[config.mk]
export PLATFORM = sky130hd
export DESIGN_NAME = encoder_top
export DESIGN_NICKNAME = d
export VERILOG_FILES = /design/src/verilog/encoder_pkg.sv /design/src/verilog/mem_rd_if.sv /design/src/verilog/sym_ram.sv /design/src/verilog/text_port_arbiter.sv /design/src/verilog/vocab_matcher.sv /design/src/verilog/word_encoder.sv /design/src/verilog/encoder_top.sv
export SDC_FILE = /design/constraint.sdc
export NUM_CORES = 2
export LEC_CHECK = 0
export ABC_CLOCK_PERIOD_IN_PS = 3400
export BUFFER_PORTS_ARGS = -buffer_cell sky130_fd_sc_hd__clkbuf_2
export CORE_UTILIZATION = 45
export DETAILED_ROUTE_END_ITERATION = 7
export PLACE_DENSITY = 0.58
export REMOVE_ABC_BUFFERS = 1
export SLEW_MARGIN = 25
export SYNTH_ARGS = -nofsm -noshare
export SYNTH_HDL_FRONTEND = slang
export SYNTH_HIERARCHICAL = 1
export SYNTH_SLANG_ARGS = --single-unit
[constraint.sdc]
create_clock -name clk -period 3.4 [get_ports clk]
set_clock_uncertainty 0.15 [all_clocks]
set_input_delay 0.51 -clock clk [delete_from_list [all_inputs] [get_ports clk]]
set_output_delay 0.51 -clock clk [all_outputs]
set_load 0.02 [all_outputs]
[src/verilog/encoder_pkg.sv]
package encoder_pkg;

    //////////////////////////////////////////////////
    // Symbols
    //////////////////////////////////////////////////

    typedef logic [7:0] sym_t;  // One text or vocabulary character.

    // Ends a word in the text and pads the unused tail of a vocabulary entry.
    localparam sym_t SYM_END = 8'h00;

    //////////////////////////////////////////////////
    // State machines
    //////////////////////////////////////////////////

    typedef enum logic [2:0] {
        M_IDLE,
        M_FETCH,     // Request the text symbol, address the vocabulary.
        M_COMPARE,   // Both symbols arrive here.
        M_NEXT,
        M_REPORT
    } match_state_t;

    typedef enum logic [2:0] {
        E_IDLE,
        E_READ_START,  // Look at the first symbol of the current word.
        E_RUN_MATCH,
        E_EMIT,
        E_SKIP,        // Walk forward past the terminator.
        E_FINISH
    } enc_state_t;

endpackage

[src/verilog/mem_rd_if.sv]
interface mem_rd_if import encoder_pkg::*; #(
    parameter int ADDR_WIDTH = 6
);
    logic                  req;
    logic [ADDR_WIDTH-1:0] addr;
    logic                  gnt;
    logic                  rvalid;  // One cycle after gnt, to the granted side only.
    sym_t                  rdata;

    modport requester (
        output req,
        output addr,
        input  gnt,
        input  rvalid,
        input  rdata
    );

    modport arbiter (
        input  req,
        input  addr,
        output gnt,
        output rvalid,
        output rdata
    );

endinterface

[src/verilog/sym_ram.sv]
module sym_ram import encoder_pkg::*; #(
    parameter int ADDR_WIDTH = 6
) (
    input  logic                  clk,
    input  logic                  we,
    input  logic [ADDR_WIDTH-1:0] waddr,
    input  sym_t                  wdata,
    input  logic [ADDR_WIDTH-1:0] raddr,
    output sym_t                  rdata
);

    localparam int DEPTH = 2 ** ADDR_WIDTH;

    sym_t mem [DEPTH];

    always_ff @(posedge clk) begin
        if (we) begin
            mem[waddr] <= wdata;
        end
        rdata <= mem[raddr];  // Registered read, data follows the address by one cycle.
    end

endmodule

[src/verilog/text_port_arbiter.sv]
module text_port_arbiter import encoder_pkg::*; #(
    parameter int ADDR_WIDTH = 6
) (
    input  logic                  clk,
    input  logic                  rst_n,
    mem_rd_if.arbiter             mtc,
    mem_rd_if.arbiter             ctl,
    output logic [ADDR_WIDTH-1:0] ram_addr,
    input  sym_t                  ram_rdata
);

    logic rd_pending;  // A read was granted last cycle.
    logic rd_to_mtc;   // It went to the matcher.

    // The matcher wins a tie.
    always_comb begin
        mtc.gnt  = mtc.req;
        ctl.gnt  = ctl.req && !mtc.req;
        ram_addr = mtc.req ? mtc.addr : ctl.addr;
    end

    always_ff @(posedge clk or negedge rst_n) begin
        if (!rst_n) begin
            rd_pending <= 1'b0;
            rd_to_mtc  <= 1'b0;
        end else begin
            rd_pending <= mtc.req || ctl.req;
            rd_to_mtc  <= mtc.req;
        end
    end

    //////////////////////////////////////////////////
    // Return path
    //////////////////////////////////////////////////

    assign mtc.rvalid = rd_pending && rd_to_mtc;
    assign ctl.rvalid = rd_pending && !rd_to_mtc;
    assign mtc.rdata  = ram_rdata;
    assign ctl.rdata  = ram_rdata;

endmodule

[src/verilog/vocab_matcher.sv]
module vocab_matcher import encoder_pkg::*; #(
    parameter int ADDR_WIDTH      = 6,
    parameter int VOCAB_ENTRIES   = 16,
    parameter int ENTRY_LEN       = 8,
    localparam int IDX_WIDTH      = $clog2(VOCAB_ENTRIES),
    localparam int OFF_WIDTH      = $clog2(ENTRY_LEN),
    localparam int VADDR_WIDTH    = IDX_WIDTH + OFF_WIDTH
) (
    input  logic                   clk,
    input  logic                   rst_n,
    input  logic                   match_start,
    input  logic [ADDR_WIDTH-1:0]  word_addr,
    mem_rd_if.requester            text,
    output logic [VADDR_WIDTH-1:0] vocab_addr,
    input  sym_t                   vocab_rdata,
    output logic                   match_done,
    output logic                   match_found,
    output logic [IDX_WIDTH-1:0]   match_index
);

    typedef logic [ADDR_WIDTH-1:0] text_addr_t;
    typedef logic [IDX_WIDTH-1:0]  idx_t;
    typedef logic [OFF_WIDTH-1:0]  off_t;

    match_state_t state;
    text_addr_t   base;    // First symbol of the word under test.
    idx_t         entry;
    off_t         offset;
    logic         found;

    // Text and vocabulary are read at the same offset in the same cycle.
    assign text.req    = (state == M_FETCH);
    assign text.addr   = base + text_addr_t'(offset);
    assign vocab_addr  = {entry, offset};

    assign match_done  = (state == M_REPORT);
    assign match_found = found;
    assign match_index = entry;

    always_ff @(posedge clk) begin
        if (state == M_IDLE && match_start) begin
            base <= word_addr;
        end
    end

    //////////////////////////////////////////////////
    // Entry walk
    //////////////////////////////////////////////////

    always_ff @(posedge clk or negedge rst_n) begin
        if (!rst_n) begin
            state  <= M_IDLE;
            entry  <= '0;
            offset <= '0;
            found  <= 1'b0;
        end else begin
            case (state)
                M_IDLE: begin
                    if (match_start) begin
                        entry  <= '0;
                        offset <= '0;
                        found  <= 1'b0;
                        state  <= M_FETCH;
                    end
                end
                M_FETCH: begin
                    if (text.gnt) begin
                        state <= M_COMPARE;
                    end
                end
                M_COMPARE: begin
                    if (text.rvalid) begin
                        if (text.rdata != vocab_rdata) begin
                            state <= M_NEXT;
                        end else if (text.rdata == SYM_END) begin
                            found <= 1'b1;  // Both ended together.
                            state <= M_REPORT;
                        end else if (offset == off_t'(ENTRY_LEN - 1)) begin
                            // The word runs past the entry, so it cannot match.
                            state <= M_NEXT;
                        end else begin
                            offset <= offset + 1'b1;
                            state  <= M_FETCH;
                        end
                    end
                end
                M_NEXT: begin
                    offset <= '0;
                    if (entry == idx_t'(VOCAB_ENTRIES - 1)) begin
                        entry <= '0;  // Not found reports index zero.
                        state <= M_REPORT;
                    end else begin
                        entry <= entry + 1'b1;
                        state <= M_FETCH;
                    end
                end
                M_REPORT: state <= M_IDLE;
                default:  state <= M_IDLE;
            endcase
        end
    end

endmodule

[src/verilog/word_encoder.sv]
module word_encoder import encoder_pkg::*; #(
    parameter int ADDR_WIDTH    = 6,
    parameter int VOCAB_ENTRIES = 16,
    localparam int IDX_WIDTH    = $clog2(VOCAB_ENTRIES)
) (
    input  logic                  clk,
    input  logic                  rst_n,
    input  logic                  start,
    mem_rd_if.requester           text,
    output logic                  match_start,
    output logic [ADDR_WIDTH-1:0] word_addr,
    input  logic                  match_done,
    input  logic                  match_found,
    input  logic [IDX_WIDTH-1:0]  match_index,
    output logic                  token_valid,
    output logic                  token_found,
    output logic [IDX_WIDTH-1:0]  token_id,
    output logic                  busy,
    output logic                  done
);

    typedef logic [ADDR_WIDTH-1:0] text_addr_t;

    enc_state_t state;
    text_addr_t pos;
    logic       rd_wait;   // Granted, data not yet back.
    logic       last_pos;

    assign last_pos  = (pos == '1);
    assign word_addr = pos;

    // Both reading states ask for the symbol at pos, one read at a time.
    assign text.req  = (state == E_READ_START || state == E_SKIP) && !rd_wait;
    assign text.addr = pos;

    assign token_valid = (state == E_EMIT);
    assign done        = (state == E_FINISH);
    assign busy        = (state != E_IDLE);

    always_ff @(posedge clk) begin
        if (state == E_RUN_MATCH && match_done) begin
            token_found <= match_found;
            token_id    <= match_index;
        end
    end

    //////////////////////////////////////////////////
    // Text walk
    //////////////////////////////////////////////////

    always_ff @(posedge clk or negedge rst_n) begin
        if (!rst_n) begin
            state       <= E_IDLE;
            pos         <= '0;
            rd_wait     <= 1'b0;
            match_start <= 1'b0;
        end else begin
            match_start <= 1'b0;
            if (text.gnt) begin
                rd_wait <= 1'b1;
            end
            if (text.rvalid) begin
                rd_wait <= 1'b0;
            end
            case (state)
                E_IDLE: begin
                    if (start) begin
                        pos   <= '0;
                        state <= E_READ_START;
                    end
                end
                E_READ_START: begin
                    if (text.rvalid) begin
                        if (text.rdata == SYM_END) begin
                            state <= E_FINISH;  // Empty word ends the text.
                        end else begin
                            match_start <= 1'b1;
                            state       <= E_RUN_MATCH;
                        end
                    end
                end
                E_RUN_MATCH: begin
                    if (match_done) begin
                        state <= E_EMIT;
                    end
                end
                E_EMIT: begin
                    if (last_pos) begin
                        state <= E_FINISH;
                    end else begin
                        pos   <= pos + 1'b1;
                        state <= E_SKIP;
                    end
                end
                E_SKIP: begin
                    if (text.rvalid) begin
                        if (last_pos) begin
                            state <= E_FINISH;  // No room left after this symbol.
                        end else begin
                            pos <= pos + 1'b1;
                            if (text.rdata == SYM_END) begin
                                state <= E_READ_START;
                            end
                        end
                    end
                end
                E_FINISH: state <= E_IDLE;
                default:  state <= E_IDLE;
            endcase
        end
    end

endmodule

[src/verilog/encoder_top.sv]
module encoder_top import encoder_pkg::*; #(
    parameter int TEXT_ADDR_WIDTH   = 6,
    parameter int VOCAB_ENTRIES     = 16,
    parameter int ENTRY_LEN         = 8,
    localparam int VOCAB_ADDR_WIDTH = $clog2(VOCAB_ENTRIES * ENTRY_LEN),
    localparam int TOKEN_WIDTH      = $clog2(VOCAB_ENTRIES)
) (
    input  logic                        clk,
    input  logic                        rst_n,
    input  logic                        text_we,
    input  logic [TEXT_ADDR_WIDTH-1:0]  text_waddr,
    input  sym_t                        text_wdata,
    input  logic                        vocab_we,
    input  logic [VOCAB_ADDR_WIDTH-1:0] vocab_waddr,
    input  sym_t                        vocab_wdata,
    input  logic                        start,
    output logic                        token_valid,
    output logic                        token_found,
    output logic [TOKEN_WIDTH-1:0]      token_id,
    output logic                        busy,
    output logic                        done
);

    logic [TEXT_ADDR_WIDTH-1:0]  text_raddr;
    sym_t                        text_rdata;
    logic [VOCAB_ADDR_WIDTH-1:0] vocab_raddr;
    sym_t                        vocab_rdata;

    logic                        match_start;
    logic [TEXT_ADDR_WIDTH-1:0]  word_addr;
    logic                        match_done;
    logic                        match_found;
    logic [TOKEN_WIDTH-1:0]      match_index;

    // Matcher and controller share the single text read port.
    mem_rd_if #(.ADDR_WIDTH(TEXT_ADDR_WIDTH)) mtc_if ();
    mem_rd_if #(.ADDR_WIDTH(TEXT_ADDR_WIDTH)) ctl_if ();

    sym_ram #(.ADDR_WIDTH(TEXT_ADDR_WIDTH)) text_ram (
        .clk   (clk),
        .we    (text_we),
        .waddr (text_waddr),
        .wdata (text_wdata),
        .raddr (text_raddr),
        .rdata (text_rdata)
    );

    sym_ram #(.ADDR_WIDTH(VOCAB_ADDR_WIDTH)) vocab_ram (
        .clk   (clk),
        .we    (vocab_we),
        .waddr (vocab_waddr),
        .wdata (vocab_wdata),
        .raddr (vocab_raddr),
        .rdata (vocab_rdata)
    );

    text_port_arbiter #(.ADDR_WIDTH(TEXT_ADDR_WIDTH)) u_arbiter (
        .clk       (clk),
        .rst_n     (rst_n),
        .mtc       (mtc_if.arbiter),
        .ctl       (ctl_if.arbiter),
        .ram_addr  (text_raddr),
        .ram_rdata (text_rdata)
    );

    vocab_matcher #(
        .ADDR_WIDTH    (TEXT_ADDR_WIDTH),
        .VOCAB_ENTRIES (VOCAB_ENTRIES),
        .ENTRY_LEN     (ENTRY_LEN)
    ) u_matcher (
        .clk         (clk),
        .rst_n       (rst_n),
        .match_start (match_start),
        .word_addr   (word_addr),
        .text        (mtc_if.requester),
        .vocab_addr  (vocab_raddr),
        .vocab_rdata (vocab_rdata),
        .match_done  (match_done),
        .match_found (match_found),
        .match_index (match_index)
    );

    word_encoder #(
        .ADDR_WIDTH    (TEXT_ADDR_WIDTH),
        .VOCAB_ENTRIES (VOCAB_ENTRIES)
    ) u_encoder (
        .clk         (clk),
        .rst_n       (rst_n),
        .start       (start),
        .text        (ctl_if.requester),
        .match_start (match_start),
        .word_addr   (word_addr),
        .match_done  (match_done),
        .match_found (match_found),
        .match_index (match_index),
        .token_valid (token_valid),
        .token_found (token_found),
        .token_id    (token_id),
        .busy        (busy),
        .done        (done)
    );

endmodule

==> impl_results.md <==
* Cts bufs inserted at 165
* Reg-to-reg setup timing slack at 0.03 ns
* Largest fanout on the critical path at 12
* Design Area, Final at 72500 sq um
* Peak VDD IR at 0.435 mV
* Synth Area per Inst at 22.1 sq um
* Sequential-to-total area share from yosys stat at 76.0%
* Yosys reg bits at 1587
* Synth cell count leaders: edfxtp_1, mux4_2, nor2_1, clkbuf_1
* Initial antenna violation count at 5
* Largest cells by area after synthesis: edfxtp_1, mux4_2, nor2_1
* Post-synth EDFFs at 1547
* TritonCTS clock tree: yes
* Post-DP Area at 66800 sq um
* Setup crit end kind: register
* DRC viols at 0
* Filler cell count at 10543
* Crit path from: u_matcher/offset[0]
* Effective utilization at floorplan at 45.3%
* WL/cell at 29.0 um
* Min Tclk post-route at 3.37 ns
* Worst R2R Start: u_matcher/offset[0]
* Via count at 30443
* Worst setup path class: register to register
* Largest buffer count on any clock path at 3
* Yosys Warn Count at 6
* Top-area cell type share of the netlist area at 74.5%
* CP endpoint: vocab_ram/rdata[6]
* Maximum clock frequency at 0.297 GHz
* Synth Instances at 2825
* Placed cells at 4834
* First-pass GRT wire length at 219000 um
* Cell Pwr Density at 655 nW/um^2
* Pleak at 22.7 nW
* Gr usage total at 21.6%
* Worst r2r dst: vocab_ram/rdata[6]
* Root buf cell: clkbuf_16
* Largest net degree at the start of global routing at 114
* Area grow syn2layout at 16.4%
* CTS clk-pin slew, worst paths at 0.06 ns
* Place WS at -0.242 ns
* Layout cells sized above 1 at 34.4%
* Worst path required time at 3.92 ns
* Pre-Repair DR Iteration Count at 7
* Hold_ws at 0.114 ns
* Die Ht at 374 um
* Routability cong. at 0.823
* Synthesized cell area at 62300 sq um
* Site Rows at 136
* Count leader, synth: edfxtp_1
* Hold crit path type: primary input to async pin
* Fraction of registers with async set/reset at 1.51%
* Most used cell, CP: mux4_2
* Main synth FF type: edfxtp_1
* Hold Fails Final Rpt at 0
* Core ar. at 137000 sq um
* Critical path cell sequence: buf_6, buf_16, buf_16, mux4_2, mux4_2, mux4_2, mux2_2
* Clk sinks at 1587
* Worst setup SP type: register
* RSZ-0062 raised after global routing: true
* Final period util at 99.1%
* Setup ws final at 0.0321 ns
* Crit path largest cell delay at 0.61 ns
* GRT Residual Overflow at 0
* Clk Latency, worst-skew pair at 0.81 ns
* DRT Wirelength at 150000 um
* Final setup fails at 0
* R2r worst-path depth at 7
* Critical Path AT at 3.89 ns
* Slew Limit Headroom at 33.9%
* Post-DRT Antenna Nets at 0
* Synth cell types at 72
* Max Cap Violations at 0
* I/O pins at 42
* Layout Cells excl Fill at 5167
* Slowest cell on crit path: mux4_2
* Number of global-route vias before repair at 31510
* IO Port Bufs at 41
* Die width at 374 um
* Worst slew pin tran at 0.991 ns
* Die area at 140000 sq um
* CTS H-tree lvls at 4
* Slew Viols, Final at 0
* Fin nets at 3274
* Routed vias/inst at 5.89
* DP HPWL at 93900 um
* Outcome: completed
* Tot Pwr at 0.0475 W
* Area leader, netlist: edfxtp_1
* Initial DRC Count at 3066
## registers in the layout, summed over array words and instances, names as in the netlist, 3 cells and up
signal                 count
u_matcher/state            3
u_encoder/text.addr        6
vocab_ram/rdata            8
u_encoder/token_id         4
vocab_ram/mem           1024
u_matcher/match_index      4
u_matcher/offset           3
text_ram/mem             512
u_encoder/state            3
text_ram/rdata             8
u_matcher/base             6
## cell families after synthesis
group,count (synthesis),share of synthesized area [%]
flip-flops,1587,76.0
multiplexers,516,17.7
AND/OR/NAND/NOR,404,3.00
buffers and inverters,186,1.65
AO/OA/AOI/OAI,111,1.32
XOR/XNOR,13,0.183
adder cells (fa/ha/maj),8,0.173
## power breakdown
group | internal, W | total, W | switching (W)
Clock | 0.00976 | 0.0174 | 0.00761
Combinational | 0.00387 | 0.00798 | 0.00411
Sequential | 0.0218 | 0.0222 | 0.000400
Total | 0.0354 | 0.0475 | 0.0121
## how the worst min path moves through the flow
stage,startpoint,end,slack (ns),cells past startpoint
floorplan,rst_n,u_arbiter/rd_pending,0.06,0
global placement,u_encoder/rd_wait,u_encoder/rd_wait,0.34,2
detailed placement,u_matcher/match_found,u_encoder/token_found,0.35,0
CTS,text_wdata[0],text_ram/mem[43][0],0.05,1
global route,text_wdata[0],text_ram/mem[47][0],0.10,1
finish,rst_n,u_encoder/state[2],0.11,2
## cell type report
class | instances | area, sq um | area share, %
timing repair buffer | 415 | 3650 | 5.03
inverter | 11 | 41.3 | 0.0569
tap | 1794 | 2240 | 3.09
clock buffer | 198 | 4270 | 5.89
clock inverter | 109 | 983 | 1.36
antenna | 1 | 2.50 | 0.00345
sequential | 1587 | 47400 | 65.3
multi-input combinational | 1052 | 14000 | 19.2
## metal layers
layer / wire (um) / track usage [%] / share of wire [%]
met5: 29 / 0 / 0.019
met2: 73700 / 34.7 / 49
met1: 62100 / 30.3 / 41
met4: 3780 / 6.52 / 2.5
met3: 10100 / 3.83 / 6.7
## worst max-delay path, delay by kind of cell (launching register included)
family / cells / cell delay (ns)
multiplexers: 4 / 2.04
buffers and inverters: 3 / 0.59
flip-flops: 1 / 0.41
## cells in the final DEF, fill, tap and decap left out, types with 7 or more instances in the layout
cell type	netlist	layout
nand3_1	31	31
inv_1	10	10
edfxtp_1	1547	1547
buf_4	52	335
dfrtp_1	24	20
nand4_1	9	9
mux2i_1	27	27
o22ai_1	9	9
buf_16	0	8
a21oi_1	13	12
clkbuf_2	0	33
a211oi_1	7	7
nand2_1	52	52
nand2b_1	14	14
clkinv_2	0	35
clkinv_1	0	42
nor2b_1	24	24
bufinv_16	0	9
clkbuf_1	64	31
buf_12	2	25
nor3_1	19	17
dfxtp_1	16	16
clkbuf_16	0	169
o21ai_0	10	10
nor2_1	218	218
o221ai_1	8	8
mux4_2	462	462
o21ai_1	9	9
ha_1	7	7
xnor2_1	12	12
mux2_2	21	21
## per-stage QoR
stage | utilization [%] | TNS, ns
2_1_floorplan | - | -178.91
5_1_grt | 52.8 | -0.0466
4_1_cts | 52.6 | -0.0639
3_5_place_dp | 48.6 | -0.566
6_report | 52.8 | 0
3_3_place_gp | 48.6 | -0.673
## repair_timing
item                       in CTS  in global routing
hold endpoints to repair       41                  0
gates resized for setup        10                  9
pin swaps                       0                  0
gates cloned                    3                  4
hold buffers                    3                  0
setup endpoints to repair       5                 12
buffers inserted                5                 10
Note: power is estimated with default switching activity, not from simulation.
